$ cat src/design/l2_mult_macros.svh
`ifndef L2_MULT_MACROS_SVH
`define L2_MULT_MACROS_SVH

// Half-precision word layout
`define L2_FP_W 16
`define L2_EXP_W 5
`define L2_MAN_W 10
`define L2_EXP_BIAS 15

// Address and index widths
`define L2_ADDR_W 13
`define L2_IDX_W 5

// Loop shape
`define L2_NUM_OUT 32
`define L2_CHAN_STRIDE 256

// Pipeline latencies in cycles
`define L2_FETCH_LAT 1
`define L2_MUL_LAT 4

`endif

$ cat src/design/l2_mult_pkg.sv
`include "l2_mult_macros.svh"

package l2_mult_pkg;

	typedef logic [`L2_FP_W-1:0] fp16_t;
	typedef logic [`L2_ADDR_W-1:0] filt_addr_t; // Filter address or input channel
	typedef logic [`L2_IDX_W-1:0] out_idx_t;

	// Hidden-bit mantissa product, 11 x 11 bits
	typedef logic [2*`L2_MAN_W+1:0] man_prod_t;

	// Exponent sum, two spare bits for sign and overflow
	typedef logic [`L2_EXP_W+1:0] exp_sum_t;

	typedef enum logic [1:0] {
		st_idle,
		st_run, // Issuing iterations
		st_drain, // Waiting for the last writes
		st_done
	} ctrl_state_t;

endpackage

$ cat src/design/hmul_round.sv
`timescale 1ns/1ps
`include "l2_mult_macros.svh"

module hmul_round import l2_mult_pkg::*; (
	input logic ap_clk,
	input logic sign,
	input exp_sum_t exp_sum,
	input man_prod_t man_prod,
	input logic is_zero,
	input logic is_inf,
	input logic is_nan,
	output fp16_t product
);

	localparam exp_sum_t exp_max = exp_sum_t'((1 << `L2_EXP_W) - 1);
	localparam fp16_t qnan = {1'b0, {`L2_EXP_W{1'b1}}, 1'b1, {(`L2_MAN_W-1){1'b0}}};

	logic norm_hi; // Product in [2,4)
	logic [`L2_MAN_W-1:0] frac;
	logic guard, sticky;
	logic r1_sign, r1_zero, r1_inf, r1_nan, r1_round_up;
	exp_sum_t r1_exp;
	logic [`L2_MAN_W-1:0] r1_frac;
	logic [`L2_MAN_W:0] rnd_man;
	exp_sum_t fin_exp;
	logic overflow, underflow;

	assign norm_hi = man_prod[2*`L2_MAN_W+1];
	assign frac = norm_hi ? man_prod[2*`L2_MAN_W:`L2_MAN_W+1] : man_prod[2*`L2_MAN_W-1:`L2_MAN_W];
	assign guard = norm_hi ? man_prod[`L2_MAN_W] : man_prod[`L2_MAN_W-1];
	assign sticky = norm_hi ? |man_prod[`L2_MAN_W-1:0] : |man_prod[`L2_MAN_W-2:0];

	always_ff @(posedge ap_clk) begin
		r1_sign <= sign;
		r1_zero <= is_zero;
		r1_inf <= is_inf;
		r1_nan <= is_nan | (is_inf & is_zero); // inf * 0 is invalid
		r1_exp <= exp_sum - exp_sum_t'(`L2_EXP_BIAS) + exp_sum_t'(norm_hi);
		r1_frac <= frac;
		r1_round_up <= guard & (sticky | frac[0]); // Nearest even
	end

	// Carry out of the rounding bumps the exponent, fraction wraps to zero
	assign rnd_man = {1'b0, r1_frac} + (`L2_MAN_W+1)'(r1_round_up);
	assign fin_exp = r1_exp + exp_sum_t'(rnd_man[`L2_MAN_W]);
	assign underflow = fin_exp[`L2_EXP_W+1] | (fin_exp == '0); // Negative or zero
	assign overflow = ~fin_exp[`L2_EXP_W+1] & (fin_exp >= exp_max);

	always_ff @(posedge ap_clk) begin
		if (r1_nan)
			product <= qnan;
		else if (r1_inf)
			product <= {r1_sign, {`L2_EXP_W{1'b1}}, {`L2_MAN_W{1'b0}}};
		else if (r1_zero)
			product <= {r1_sign, {(`L2_FP_W-1){1'b0}}};
		else if (overflow)
			product <= {r1_sign, {`L2_EXP_W{1'b1}}, {`L2_MAN_W{1'b0}}};
		else if (underflow)
			product <= {r1_sign, {(`L2_FP_W-1){1'b0}}};
		else
			product <= {r1_sign, fin_exp[`L2_EXP_W-1:0], rnd_man[`L2_MAN_W-1:0]};
	end

endmodule

$ cat src/design/hmul_unpack.sv
`timescale 1ns/1ps
`include "l2_mult_macros.svh"

module hmul_unpack import l2_mult_pkg::*; (
	input logic ap_clk,
	input fp16_t a,
	input fp16_t b,
	output logic sign,
	output exp_sum_t exp_sum,
	output man_prod_t man_prod,
	output logic is_zero,
	output logic is_inf,
	output logic is_nan
);

	logic [`L2_EXP_W-1:0] ea, eb;
	logic [`L2_MAN_W-1:0] ma, mb;
	logic a_zero, b_zero, a_inf, b_inf, a_nan, b_nan;

	// First stage
	logic s1_sign, s1_zero, s1_inf, s1_nan;
	exp_sum_t s1_exp_sum;
	logic [`L2_MAN_W:0] s1_ma, s1_mb; // With hidden bit

	assign ea = a[`L2_FP_W-2:`L2_MAN_W];
	assign eb = b[`L2_FP_W-2:`L2_MAN_W];
	assign ma = a[`L2_MAN_W-1:0];
	assign mb = b[`L2_MAN_W-1:0];

	// Subnormals flush to zero
	assign a_zero = (ea == '0);
	assign b_zero = (eb == '0);
	assign a_inf = (&ea) & (ma == '0);
	assign b_inf = (&eb) & (mb == '0);
	assign a_nan = (&ea) & (ma != '0);
	assign b_nan = (&eb) & (mb != '0);

	always_ff @(posedge ap_clk) begin
		s1_sign <= a[`L2_FP_W-1] ^ b[`L2_FP_W-1];
		s1_exp_sum <= exp_sum_t'(ea) + exp_sum_t'(eb);
		s1_ma <= {1'b1, ma};
		s1_mb <= {1'b1, mb};
		s1_zero <= a_zero | b_zero;
		s1_inf <= a_inf | b_inf;
		s1_nan <= a_nan | b_nan;
	end

	// Second stage, full mantissa multiply
	always_ff @(posedge ap_clk) begin
		sign <= s1_sign;
		exp_sum <= s1_exp_sum;
		man_prod <= man_prod_t'(s1_ma) * man_prod_t'(s1_mb);
		is_zero <= s1_zero;
		is_inf <= s1_inf;
		is_nan <= s1_nan;
	end

endmodule

$ cat src/design/l2_loop_ctrl.sv
`timescale 1ns/1ps
`include "l2_mult_macros.svh"

module l2_loop_ctrl import l2_mult_pkg::*; (
	input logic ap_clk,
	input logic ap_rst,
	input logic ap_start,
	input logic ap_continue,
	output logic ap_idle,
	output logic ap_ready,
	output logic ap_done,
	input logic indices_empty_n,
	input filt_addr_t indices_dout,
	output logic indices_read,
	output logic filter_ce,
	output filt_addr_t filter_address,
	output logic issue_valid,
	output out_idx_t issue_idx,
	input logic pipe_empty
);

	ctrl_state_t state;
	ctrl_state_t next_state;
	logic done_held; // Done kept up until continue
	logic accept;
	logic last_iter;
	out_idx_t cnt; // Output channel o
	filt_addr_t ichan;

	// New call only when idle, FIFO has data and no done pending
	assign accept = (state == st_idle) & ap_start & indices_empty_n & ~done_held;
	assign last_iter = (cnt == out_idx_t'(`L2_NUM_OUT - 1));

	always_comb begin
		next_state = state;
		case (state)
			st_idle: begin
				if (accept)
					next_state = st_run;
			end
			st_run: begin
				if (last_iter)
					next_state = st_drain;
			end
			st_drain: begin
				if (pipe_empty) // Last product written
					next_state = st_done;
			end
			st_done: next_state = st_idle;
			default: next_state = st_idle;
		endcase
	end

	always_ff @(posedge ap_clk) begin
		if (ap_rst) begin
			state <= st_idle;
			cnt <= '0;
			done_held <= 1'b0;
		end else begin
			state <= next_state;
			if (state == st_run)
				cnt <= last_iter ? '0 : cnt + out_idx_t'(1);
			if (ap_continue)
				done_held <= 1'b0;
			else if (state == st_done)
				done_held <= 1'b1;
		end
	end

	always_ff @(posedge ap_clk) begin
		if (accept)
			ichan <= indices_dout; // Channel index for this call
	end

	// Address is o * stride + channel
	assign filter_address = filt_addr_t'(cnt * `L2_CHAN_STRIDE + ichan);
	assign filter_ce = (state == st_run);
	assign issue_valid = filter_ce; // Tag leaves with the read
	assign issue_idx = cnt;

	assign indices_read = accept;
	assign ap_idle = (state == st_idle) & ~ap_start;
	assign ap_ready = (state == st_done);
	assign ap_done = (state == st_done) | done_held;

endmodule

$ cat src/design/l2_multiply.sv
`timescale 1ns/1ps
`include "l2_mult_macros.svh"

module l2_multiply import l2_mult_pkg::*; (
	input logic ap_clk,
	input logic ap_rst,
	input logic ap_start,
	output logic ap_done,
	input logic ap_continue,
	output logic ap_idle,
	output logic ap_ready,
	input fp16_t intermediate_fmaps_read,
	output filt_addr_t filter_address,
	output logic filter_ce,
	input fp16_t filter_q,
	output out_idx_t products_address,
	output logic products_ce,
	output logic products_we,
	output fp16_t products_d,
	input filt_addr_t indices_dout,
	input logic indices_empty_n,
	output logic indices_read
);

	logic issue_valid;
	out_idx_t issue_idx;
	logic pipe_empty;

	// Between the multiplier halves
	logic mul_sign, mul_zero, mul_inf, mul_nan;
	exp_sum_t mul_exp_sum;
	man_prod_t mul_man_prod;
	fp16_t product;

	l2_loop_ctrl ctrl_inst (
		.ap_clk(ap_clk),
		.ap_rst(ap_rst),
		.ap_start(ap_start),
		.ap_continue(ap_continue),
		.ap_idle(ap_idle),
		.ap_ready(ap_ready),
		.ap_done(ap_done),
		.indices_empty_n(indices_empty_n),
		.indices_dout(indices_dout),
		.indices_read(indices_read),
		.filter_ce(filter_ce),
		.filter_address(filter_address),
		.issue_valid(issue_valid),
		.issue_idx(issue_idx),
		.pipe_empty(pipe_empty)
	);

	hmul_unpack unpack_inst (
		.ap_clk(ap_clk),
		.a(filter_q), // Filter word arrives one cycle after ce
		.b(intermediate_fmaps_read),
		.sign(mul_sign),
		.exp_sum(mul_exp_sum),
		.man_prod(mul_man_prod),
		.is_zero(mul_zero),
		.is_inf(mul_inf),
		.is_nan(mul_nan)
	);

	hmul_round round_inst (
		.ap_clk(ap_clk),
		.sign(mul_sign),
		.exp_sum(mul_exp_sum),
		.man_prod(mul_man_prod),
		.is_zero(mul_zero),
		.is_inf(mul_inf),
		.is_nan(mul_nan),
		.product(product)
	);

	l2_product_writer writer_inst (
		.ap_clk(ap_clk),
		.ap_rst(ap_rst),
		.issue_valid(issue_valid),
		.issue_idx(issue_idx),
		.product(product),
		.products_ce(products_ce),
		.products_we(products_we),
		.products_address(products_address),
		.products_d(products_d),
		.pipe_empty(pipe_empty)
	);

endmodule

$ cat src/design/l2_product_writer.sv
`timescale 1ns/1ps
`include "l2_mult_macros.svh"

module l2_product_writer import l2_mult_pkg::*; (
	input logic ap_clk,
	input logic ap_rst,
	input logic issue_valid,
	input out_idx_t issue_idx,
	input fp16_t product,
	output logic products_ce,
	output logic products_we,
	output out_idx_t products_address,
	output fp16_t products_d,
	output logic pipe_empty
);

	// Fetch plus multiply, tag meets its product at the last slot
	localparam int unsigned depth = `L2_FETCH_LAT + `L2_MUL_LAT;

	logic [depth-1:0] valid_sr;
	out_idx_t tag_sr [depth];

	always_ff @(posedge ap_clk) begin
		if (ap_rst)
			valid_sr <= '0;
		else
			valid_sr <= {valid_sr[depth-2:0], issue_valid};
	end

	always_ff @(posedge ap_clk) begin
		tag_sr[0] <= issue_idx;
		for (int i = 1; i < depth; i++)
			tag_sr[i] <= tag_sr[i-1];
	end

	always_ff @(posedge ap_clk) begin
		if (ap_rst) begin
			products_ce <= 1'b0;
			products_we <= 1'b0;
		end else begin
			products_ce <= valid_sr[depth-1];
			products_we <= valid_sr[depth-1];
		end
	end

	always_ff @(posedge ap_clk) begin
		if (valid_sr[depth-1]) begin
			products_address <= tag_sr[depth-1];
			products_d <= product;
		end
	end

	// Last slot counts as the pending write
	assign pipe_empty = ~|valid_sr;

endmodule

$ cat config.mk
export PLATFORM = sky130hd
export DESIGN_NAME = l2_multiply
export DESIGN_NICKNAME = d
export VERILOG_FILES = /design/src/design/l2_mult_pkg.sv /design/src/design/hmul_round.sv /design/src/design/hmul_unpack.sv /design/src/design/l2_loop_ctrl.sv /design/src/design/l2_multiply.sv /design/src/design/l2_product_writer.sv
export VERILOG_INCLUDE_DIRS = /design/src /design/src/design
export SDC_FILE = /design/constraint.sdc
export NUM_CORES = 1
export LEC_CHECK = 0
export BUFFER_PORTS_ARGS = -buffer_cell sky130_fd_sc_hd__clkbuf_2
export CAP_MARGIN = 20
export CORE_MARGIN = 3
export CORE_UTILIZATION = 50
export CTS_BUF_LIST = sky130_fd_sc_hd__clkbuf_4 sky130_fd_sc_hd__clkbuf_8 sky130_fd_sc_hd__clkbuf_16
export CTS_CLUSTER_SIZE = 25
export DETAILED_ROUTE_END_ITERATION = 8
export PLACE_DENSITY = 0.69
export REMOVE_ABC_BUFFERS = 1
export SLEW_MARGIN = 10
export SYNTH_ARGS = -nofsm -noshare
export SYNTH_HDL_FRONTEND = slang
export SYNTH_SLANG_ARGS = --single-unit
export TNS_END_PERCENT = 1
$ cat constraint.sdc
create_clock -name ap_clk -period 13.4 [get_ports ap_clk]
set_input_delay 1.34 -clock ap_clk [delete_from_list [all_inputs] [get_ports ap_clk]]
set_output_delay 1.34 -clock ap_clk [all_outputs]
set_load 0.02 [all_outputs]
---- After elaboration in Yosys (flattened, before gate mapping) ----
Memories as Yosys holds them, arrays and structs flattened. A register that Yosys moved wholly into a read port is not among the register bits.
Index checks and enable logic that the tools add are counted.
operators by class
  $add $sub $neg .......................... 7
  $mul .................................... 1
  order comparisons ....................... 1
  eq/ne operators ......................... 7
  mux-type cells .......................... 12
  bitwise operators ....................... 22
  reductions and logical operators ........ 17
operators by type and width
  cell                                                                    count
  15-bit 2-to-1 mux                                                       3
  11-bit by 11-bit multiplier with 22-bit output                          1
  10-bit logical NOT                                                      2
  10-bit 2-to-1 mux                                                       2
  10-bit nonzero test                                                     2
  7-bit by 1-bit adder with 7-bit output                                  2
  13-bit adder                                                            1
  10-bit by 1-bit adder with 11-bit output                                1
  1-bit bitwise AND                                                       11
  5-bit logical NOT                                                       2
  5-bit AND reduction                                                     2
  10-bit OR reduction                                                     1
  5-bit OR reduction                                                      2
  9-bit OR reduction                                                      1
  2-bit case mux with 4 select lines                                      1
  7-bit by 5-bit >= comparator with 1-bit output (second input constant)  1
  7-bit logical NOT                                                       1
  1-bit OR                                                                7
  7-bit by 4-bit subtractor with 7-bit output (second input constant)     1
  5-bit by 5-bit adder with 6-bit output                                  1
  2-bit 2-to-1 mux                                                        3
  2-bit != test (second input constant)                                   3
  5-bit by 1-bit adder with 5-bit output (second input constant)          1
  5-bit equality test (second input constant)                             1
  9 further kinds                                                         14
storage, ports and cells
  register bits ........................... 145
  memory bits (writable) .................. 25
  memories kept ........................... 1
memories
  name                words  bits a word  read ports  clocked after Yosys merged registers in  write ports  RTL line                 RTL
  writer_inst.tag_sr  5      5            5           1                                        5            l2_product_writer.sv:21  out_idx_t tag_sr [depth];

---- Logic depth before layout (Yosys ltp) ----
Gate-level depths: netlist of the first run.
  word-level depth ........................ 8
  depth in mapped cells ................... 20

---- Cells and area by module ----
From an unflattened synthesis of the first run, not the netlist that was laid out.
second synthesis, totals
  cells, all modules ...................... 883
  area, all modules ....................... 9479.1 um^2
modules (own cells, without submodules)
  module             instances  cells an instance  area an instance (um^2)  sequential area each (um^2)
  hmul_unpack        1          574                5495.3                   1241.2
  hmul_round         1          160                1615.3                   760.7
  l2_product_writer  1          61                 1307.5                   1251.2
  l2_loop_ctrl       1          88                 1061.0                   550.5

---- Least setup slack after synthesis of the first run ----
No wires, ideal clock.
  path kind ............................... register to register
  start ................................... register unpack_inst.s1_mb[9]
  end ..................................... register unpack_inst.man_prod[19]
  library setup time ...................... 0.072 ns
  data arrival time ....................... 4.986 ns
  required time ........................... 13.328 ns
  path slack .............................. 8.342 ns
  cell stages (with the launch flop) ...... 19
  period minus slack after synthesis ...... 5.058 ns
  path through ............................ dfxtp_1 > clkbuf_1 > and2_1 > fa_1 > inv_1 > fa_1 > inv_1 > fa_1 > fa_1 > inv_1 > fa_1 > inv_1 > ha_1 > clkbuf_1 > a21oi_1 > a31oi_1 > or4_1 > a21oi_2 > xnor2_1
between the ends
  word-level cells in the longest chain between the ends .. 1
RTL lines
  item                                            RTL line           RTL
  from (decl)                                     hmul_unpack.sv:23  logic [`L2_MAN_W:0] s1_ma, s1_mb;
  from (signal assigned)                          hmul_unpack.sv:42  s1_mb <= {1'b1, mb};
  11-bit by 11-bit multiplier with 22-bit output  hmul_unpack.sv:52  man_prod <= man_prod_t'(s1_ma) * man_prod_t'(s1_mb);
  to (signal assigned)                            hmul_unpack.sv:52
  to (decl)                                       hmul_unpack.sv:10  output man_prod_t man_prod,
Every way passes these cells.
A chain may end at the register's enable or synchronous reset.

---- Worst setup path after layout of the first run ----
Same ends and word-level chain as after synthesis.

==> results.json, run 1 <==
{
  "status": "finished, final reports clean",
  "grt_pass1_vias": 6000,
  "multiInputGateArea_um2": 4920,
  "area_growth_pct": 12.1,
  "postRouteAntennaNets": 0,
  "nets": 1168,
  "dp_hpwl_um": 13500,
  "cap_violations": 0,
  "crit_slowest_cell": "fa_1",
  "min_path_type": "flop to flop",
  "p_clk_share_pct": 20.7,
  "fp-row-count": 49,
  "post_drt_wl_per_cell_um": 14.4,
  "crit_type": "flop to flop",
  "min_period_over_period_pct": 39.2,
  "ioPinCount": 91,
  "fmax_ghz": 0.190,
  "crit_arrival_ns": 5.60,
  "ys_ff_latch": 173,
  "intPower_w": 0.00139,
  "synth_cell_types": 59,
  "port_buffers": 90,
  "grt_first_pass_wirelength_um": 29000,
  "finalSetupViolations": 0,
  "cts_htree_levels": 4,
  "pre_cts_slack_ns": 8.20,
  "core_region_area_um2": 18200,
  "wirelength_um": 17200,
  "antenna_cells": 0,
  "power.leakage_nw": 4.99,
  "via_count": 5976,
  "drt-vias-per-instance": 4.99,
  "p_per_area_nw_per_um2": 217,
  "setup_ws_ns": 8.14,
  "whs_ns": 0.321,
  "tightest_slew_ns": 0.926,
  "layout_min_cycle_time_ns": 5.26,
  "pwr-share-seq_pct": 31.8,
  "initial_core_util_pct": 51.7,
  "clk_pin_slew_ns": 0.07,
  "synthArstFlopShare_pct": 0,
  "finalSetupTns_ns": 0,
  "synth_edf_count": 34,
  "cts_tree": "yes",
  "grt_setup_unrepaired": "no",
  "switching_power_w": 0.000896,
  "cpMostUsedCell": "fa_1",
  "finalHoldViolCount": 0,
  "grt_start_max_net_pins": 24,
  "die_y_um": 143,
  "die_area_um2": 20500,
  "regArea_um2": 3800,
  "synthCells": 883,
  "finalCoreUtilization_pct": 58.0,
  "cts_inserted_buffers": 17,
  "drive_above_1_share_pct": 15.1,
  "slowest_delay_ns": 0.54,
  "netlist.area_leader.share_pct": 29.5,
  "drt_first_pass_iters": 4,
  "cp-start-kind": "flop",
  "final-max-slew-violation-count": 0,
  "skew_ns": 0.0111,
  "gp_congestion": 0.943,
  "worstPathRequired_ns": 13.74,
  "syn_area_per_cell_um2": 10.7,
  "cts_root_buffer": "clkbuf_16",
  "netlist_area_um2": 9420,
  "antenna_found_initial": 0,
  "synthTopCellsByArea": "dfxtp_1, fa_1, edfxtp_1",
  "seq_area_frac_synth_pct": 40.4,
  "clock_latency_ns": 0.42,
  "swShare_pct": 39.2,
  "crit_chain": "and2_1 -> fa_1 -> inv_1 -> fa_1 -> inv_1 -> fa_1 -> fa_1 -> inv_1 -> fa_1 -> inv_1 -> ha_1 -> a21oi_1 -> a31oi_1 -> or4_1 -> a21oi_2 -> xnor2_1",
  "totalPowerFinal_w": 0.00229,
  "synth_top_area_cell": "dfxtp_1",
  "post_cts_resized": 0,
  "post-cts-setup-buffers": 0,
  "synth.most_common_cell": "dfxtp_1",
  "synth_top_flop_cell": "dfxtp_1",
  "cts.sinks": 173,
  "drcViolationCount": 0,
  "die_x_um": 143,
  "combPwrFrac_pct": 47.5,
  "drt_first_iter_violations": 234,
  "critPathCaptureType": "flop",
  "cts_buffer_depth": 2,
  "slew_headroom_pct": 38.2,
  "synthTopCellsByCount": "dfxtp_1, inv_1, fa_1, ha_1, nand2_1",
  "grtUsageTotal_pct": 17.7,
  "critPathMaxFanout": 11,
  "overflow": 0,
  "ctsHoldBuffers": 0,
  "vdd_drop_max_mv": 0.128,
  "ys_warn_count": 0,
  "fill_cells": 1551
}
==> flip-flops by register name, summed over array words and instances, names as in the netlist, 2 cells and up <==
name,count
unpack_inst.s1_exp_sum,6
ctrl_inst.ichan,13
unpack_inst.man_prod,22
round_inst.r1_exp,7
writer_inst.products_address,5
writer_inst.valid_sr,5
round_inst.product,16
round_inst.r1_frac,10
ctrl_inst.issue_idx,5
writer_inst.products_d,16
ctrl_inst.state,2
unpack_inst.exp_sum,6
writer_inst.tag_sr,25
unpack_inst.s1_ma,10
unpack_inst.s1_mb,10
==> cell usage in the layout (no fill, tap or decap), drive strengths merged, types with 3 or more instances in the layout <==
cell and instances:
ha 81, o22ai 3, and2 36, nand3 16
nand4 5, inv 143, o21a 4, xor2 17
edfxtp 34, a211oi 3, or4 4, nor4 5
nor2b 14, nand2 68, nor3b 4, fa 82
clkbuf 108, o211ai 4, a21o 11, nor3 8
clkinv 4, xnor2 23, mux2 12, and3 11
nor2 47, a21oi 26, a31oi 5, dfxtp 139
nand2b 6, o21ai 17
==> per-stage QoR <==
step,instances,instance area (um^2)
after floorplan,845,9230
after global placement,1164,9970
after detailed placement,1164,9970
after CTS,1196,10600
after global routing,1197,10600
final,1197,10600
==> worst max-delay path: cells and delay by family (launching register included) <==
kind,cells,cell delay (ns)
adders and majority gates,6,2.98
and+or+nand+nor,2,0.76
AOI/OAI and AO/OA,3,0.66
DFF,1,0.45
buffers and inverters,4,0.19
xor gates and xnor gates,1,0.13
==> cells by family after synthesis <==
family	synth area share (%)
and+or+nand+nor	12.2
buffers and inverters	7.48
DFF	40.4
adders and majority gates	28.2
AOI/OAI and AO/OA	6.47
xor gates and xnor gates	3.72
muxes	1.65
==> layout make-up <==
type / count / area share (%)
clock buffer: 18 / 4.16
inverter: 135 / 4.80
tap: 229 / 2.71
sequential: 173 / 36.0
timing repair buffer: 91 / 4.34
clock inverter: 14 / 1.40
multi-input combinational: 537 / 46.6
==> per-layer routing <==
layer  share of wire, %  track usage [%]
met1                 47             24.5
met2                 48             28.9
met3                3.3             2.81
met4                1.2             5.40
met5                  0                0
==> power groups by stage <==
| stage | Clock (W) | Sequential, W | Combinational (W) |
|---|---|---|---|
| 2_1_floorplan | 0 | 0.000725 | 0.000852 |
| 5_1_grt | 0.000508 | 0.000742 | 0.00125 |
| 3_3_place_gp | 0 | 0.000736 | 0.00107 |
| 3_5_place_dp | 0 | 0.000739 | 0.00108 |
| 4_1_cts | 0.000487 | 0.000728 | 0.00109 |
| 6_report | 0.000474 | 0.000727 | 0.00109 |
==> worst paths after layout <==
kind,from,end,slack [ns],cells past startpoint
hold / removal,writer_inst.tag_sr[0][3]$_DFF_P_,writer_inst.tag_sr[1][3]$_DFF_P_,0.32,0
setup / recovery,unpack_inst.s1_mb[9]$_DFF_P_,unpack_inst.man_prod[19]$_DFF_P_,8.14,16
setup reg to reg,unpack_inst.s1_mb[9]$_DFF_P_,unpack_inst.man_prod[19]$_DFF_P_,8.14,16
hold reg to reg,writer_inst.tag_sr[0][3]$_DFF_P_,writer_inst.tag_sr[1][3]$_DFF_P_,0.32,0
No activity file was read; power rests on OpenSTA's default activity.
==> inputs of run 2 (changes only) <==
- clock period: 13.4 -> 5.2 ns (I/O delays scaled with it)
==> run 2 against run 1 <==
Total power rose to 2.7 times the previous value. Clock power grew to 2.7 times the previous value. Cell count rose by 1.5%. Highest routed layer unchanged.
==> results.json, run 2 (synthesis gave the netlist of run 1 again) <==
{
  "status": "finished, final reports clean",
  "min_to": "unpack_inst.s1_mb[0]$_DFF_P_",
  "die_area_um2": 20500,
  "cts_inserted_buffers": 17,
  "post_drt_wl_per_cell_um": 14.5,
  "grt_setup_unrepaired": "no",
  "grt_start_max_net_pins": 24,
  "worstPathRequired_ns": 5.56,
  "fp-row-count": 49,
  "p_per_area_nw_per_um2": 564,
  "clk_pin_slew_ns": 0.08,
  "tightest_slew_ns": 0.920,
  "critPathCaptureType": "flop",
  "vdd_drop_max_mv": 0.466,
  "pre_cts_slack_ns": 0.130,
  "placed_area_um2": 10100,
  "drt-vias-per-instance": 4.93,
  "min_path_type": "primary input to flop",
  "initial_core_util_pct": 51.7,
  "final_common_cell": "inv_1",
  "power.leakage_nw": 5.10,
  "totalPowerFinal_w": 0.00608,
  "critPathMaxFanout": 5,
  "skew_ns": 0.00790,
  "antenna_found_initial": 0,
  "fill_cells": 1526,
  "r2r-end": "unpack_inst.man_prod[19]$_DFF_P_",
  "cts_root_buffer": "clkbuf_16",
  "fmax_ghz": 0.202,
  "largest_reg_flops": 25,
  "overflow": 0,
  "regArea_um2": 3820,
  "clock_latency_ns": 0.43,
  "die_x_um": 143,
  "cts_htree_levels": 4,
  "area_growth_pct": 14.3,
  "final_cell_mix": "inv_1, dfxtp_1, clkbuf_2",
  "largestRegisters": "writer_inst.tag_sr (25), unpack_inst.man_prod (22)",
  "dp_hpwl_um": 14300,
  "cts.sinks": 173,
  "cts_tree": "yes",
  "finalHoldViolCount": 0,
  "gp_congestion": 0.912,
  "nets": 1186,
  "layout_min_cycle_time_ns": 4.95,
  "setup_ws_ns": 0.251,
  "cap_violations": 0,
  "finalSetupTns_ns": 0,
  "finalSetupViolations": 0,
  "postRouteAntennaNets": 0,
  "top_register": "writer_inst.tag_sr",
  "crit_arrival_ns": 5.31,
  "antenna_cells": 0,
  "drcViolationCount": 0,
  "drive_above_1_share_pct": 18.3,
  "slew_headroom_pct": 38.6,
  "rr_startpoint": "unpack_inst.s1_mb[9]$_DFF_P_",
  "final-max-slew-violation-count": 0,
  "die_y_um": 143,
  "multiInputGateArea_um2": 4930,
  "crit_type": "flop to flop",
  "worstHoldStart": "intermediate_fmaps_read[0]",
  "grtUsageTotal_pct": 18.3,
  "post-cts-setup-buffers": 0,
  "port_buffers": 90,
  "reg2reg_slack_ns": 0.25,
  "wirelength_um": 17600,
  "whs_path_depth": 1,
  "ioPinCount": 91,
  "drt_first_pass_iters": 4,
  "worst-r2r-cell-count": 17,
  "cp-start-kind": "flop",
  "grt_pass1_vias": 5957,
  "design_area_um2": 10800,
  "drt_first_iter_violations": 266,
  "grt_first_pass_wirelength_um": 29600,
  "core_region_area_um2": 18200,
  "via_count": 5986,
  "min_period_over_period_pct": 95.2,
  "cts_buffer_depth": 2
}
## run 2: cell count changes in the layout (fill, tap and decap cells not counted), sizes merged
cell / change
buf: +18
clkbuf: -1
clkinv: +4
clkinvlp: -2
inv: -1
## run 2: what timing repair did
| action | 4_1_cts | 5_1_grt |
|---|---|---|
| resized for setup | 0 | 16 |
| hold buffers | 0 | 0 |
| setup endpoints to repair | 0 | 3 |
## run 2: worst max-delay path, stage by stage, from the launching register on
cell and delay [ns]:
dfxtp_1 0.36, and2_1 0.19, fa_1 0.50, inv_1 0.05, fa_1 0.53, inv_1 0.06, fa_1 0.51, fa_1 0.55
inv_1 0.05, fa_1 0.52, inv_1 0.04, ha_1 0.34, o21a_1 0.14, o2111ai_1 0.18, a31oi_1 0.09, or4_4 0.50
a21oi_2 0.16, xnor2_1 0.12
## run 2: area by class of cell
| cell class | instances | area share [%] |
|---|---|---|
| clock buffer | 17 | 3.95 |
| clock inverter | 15 | 1.94 |
| inverter | 135 | 4.70 |
| multi-input combinational | 537 | 45.8 |
| sequential | 173 | 35.4 |
| tap | 229 | 2.66 |
| timing repair buffer | 109 | 5.50 |
## run 2: how the worst max path moves through the flow
| stage | slack [ns] | endpoint | depth (start not counted) | from |
|---|---|---|---|---|
| 3_3_place_gp | 0.22 | unpack_inst.man_prod[19]$_DFF_P_ | 16 | unpack_inst.s1_ma[1]$_DFF_P_ |
| 4_1_cts | 0.12 | unpack_inst.man_prod[19]$_DFF_P_ | 16 | unpack_inst.s1_ma[1]$_DFF_P_ |
| 6_report | 0.25 | unpack_inst.man_prod[19]$_DFF_P_ | 17 | unpack_inst.s1_mb[9]$_DFF_P_ |
| 2_1_floorplan | 0.30 | unpack_inst.man_prod[19]$_DFF_P_ | 16 | unpack_inst.s1_mb[9]$_DFF_P_ |
| 3_5_place_dp | 0.13 | unpack_inst.man_prod[19]$_DFF_P_ | 16 | unpack_inst.s1_ma[1]$_DFF_P_ |
| 5_1_grt | 0.02 | unpack_inst.man_prod[21]$_DFF_P_ | 18 | unpack_inst.s1_mb[9]$_DFF_P_ |
## run 2: where the power goes
| group | internal [W] | switching [W] |
|---|---|---|
| clock network | 0.000668 | 0.000635 |
| registers | 0.00170 | 0.000170 |
| logic | 0.00131 | 0.00159 |
| total | 0.00368 | 0.00240 |
## run 2: metrics by stage
stage               utilization [%]  std cells  hold slack [ns]
finish                         59.2       1215            0.203
floorplan                         -        845            0.310
CTS                            59.0       1214            0.186
detailed placement             55.5       1182            0.312
global placement               55.5       1182            0.310
global route                   59.2       1215            0.191
## run 2: routing by layer
metal	global-route usage, %	vias up	routed length, um
li1	-	3023	-
met3	3.28	18	538
met5	0	-	0
met2	29.7	104	8600
met1	25.1	2841	8200
met4	5.60	0	258
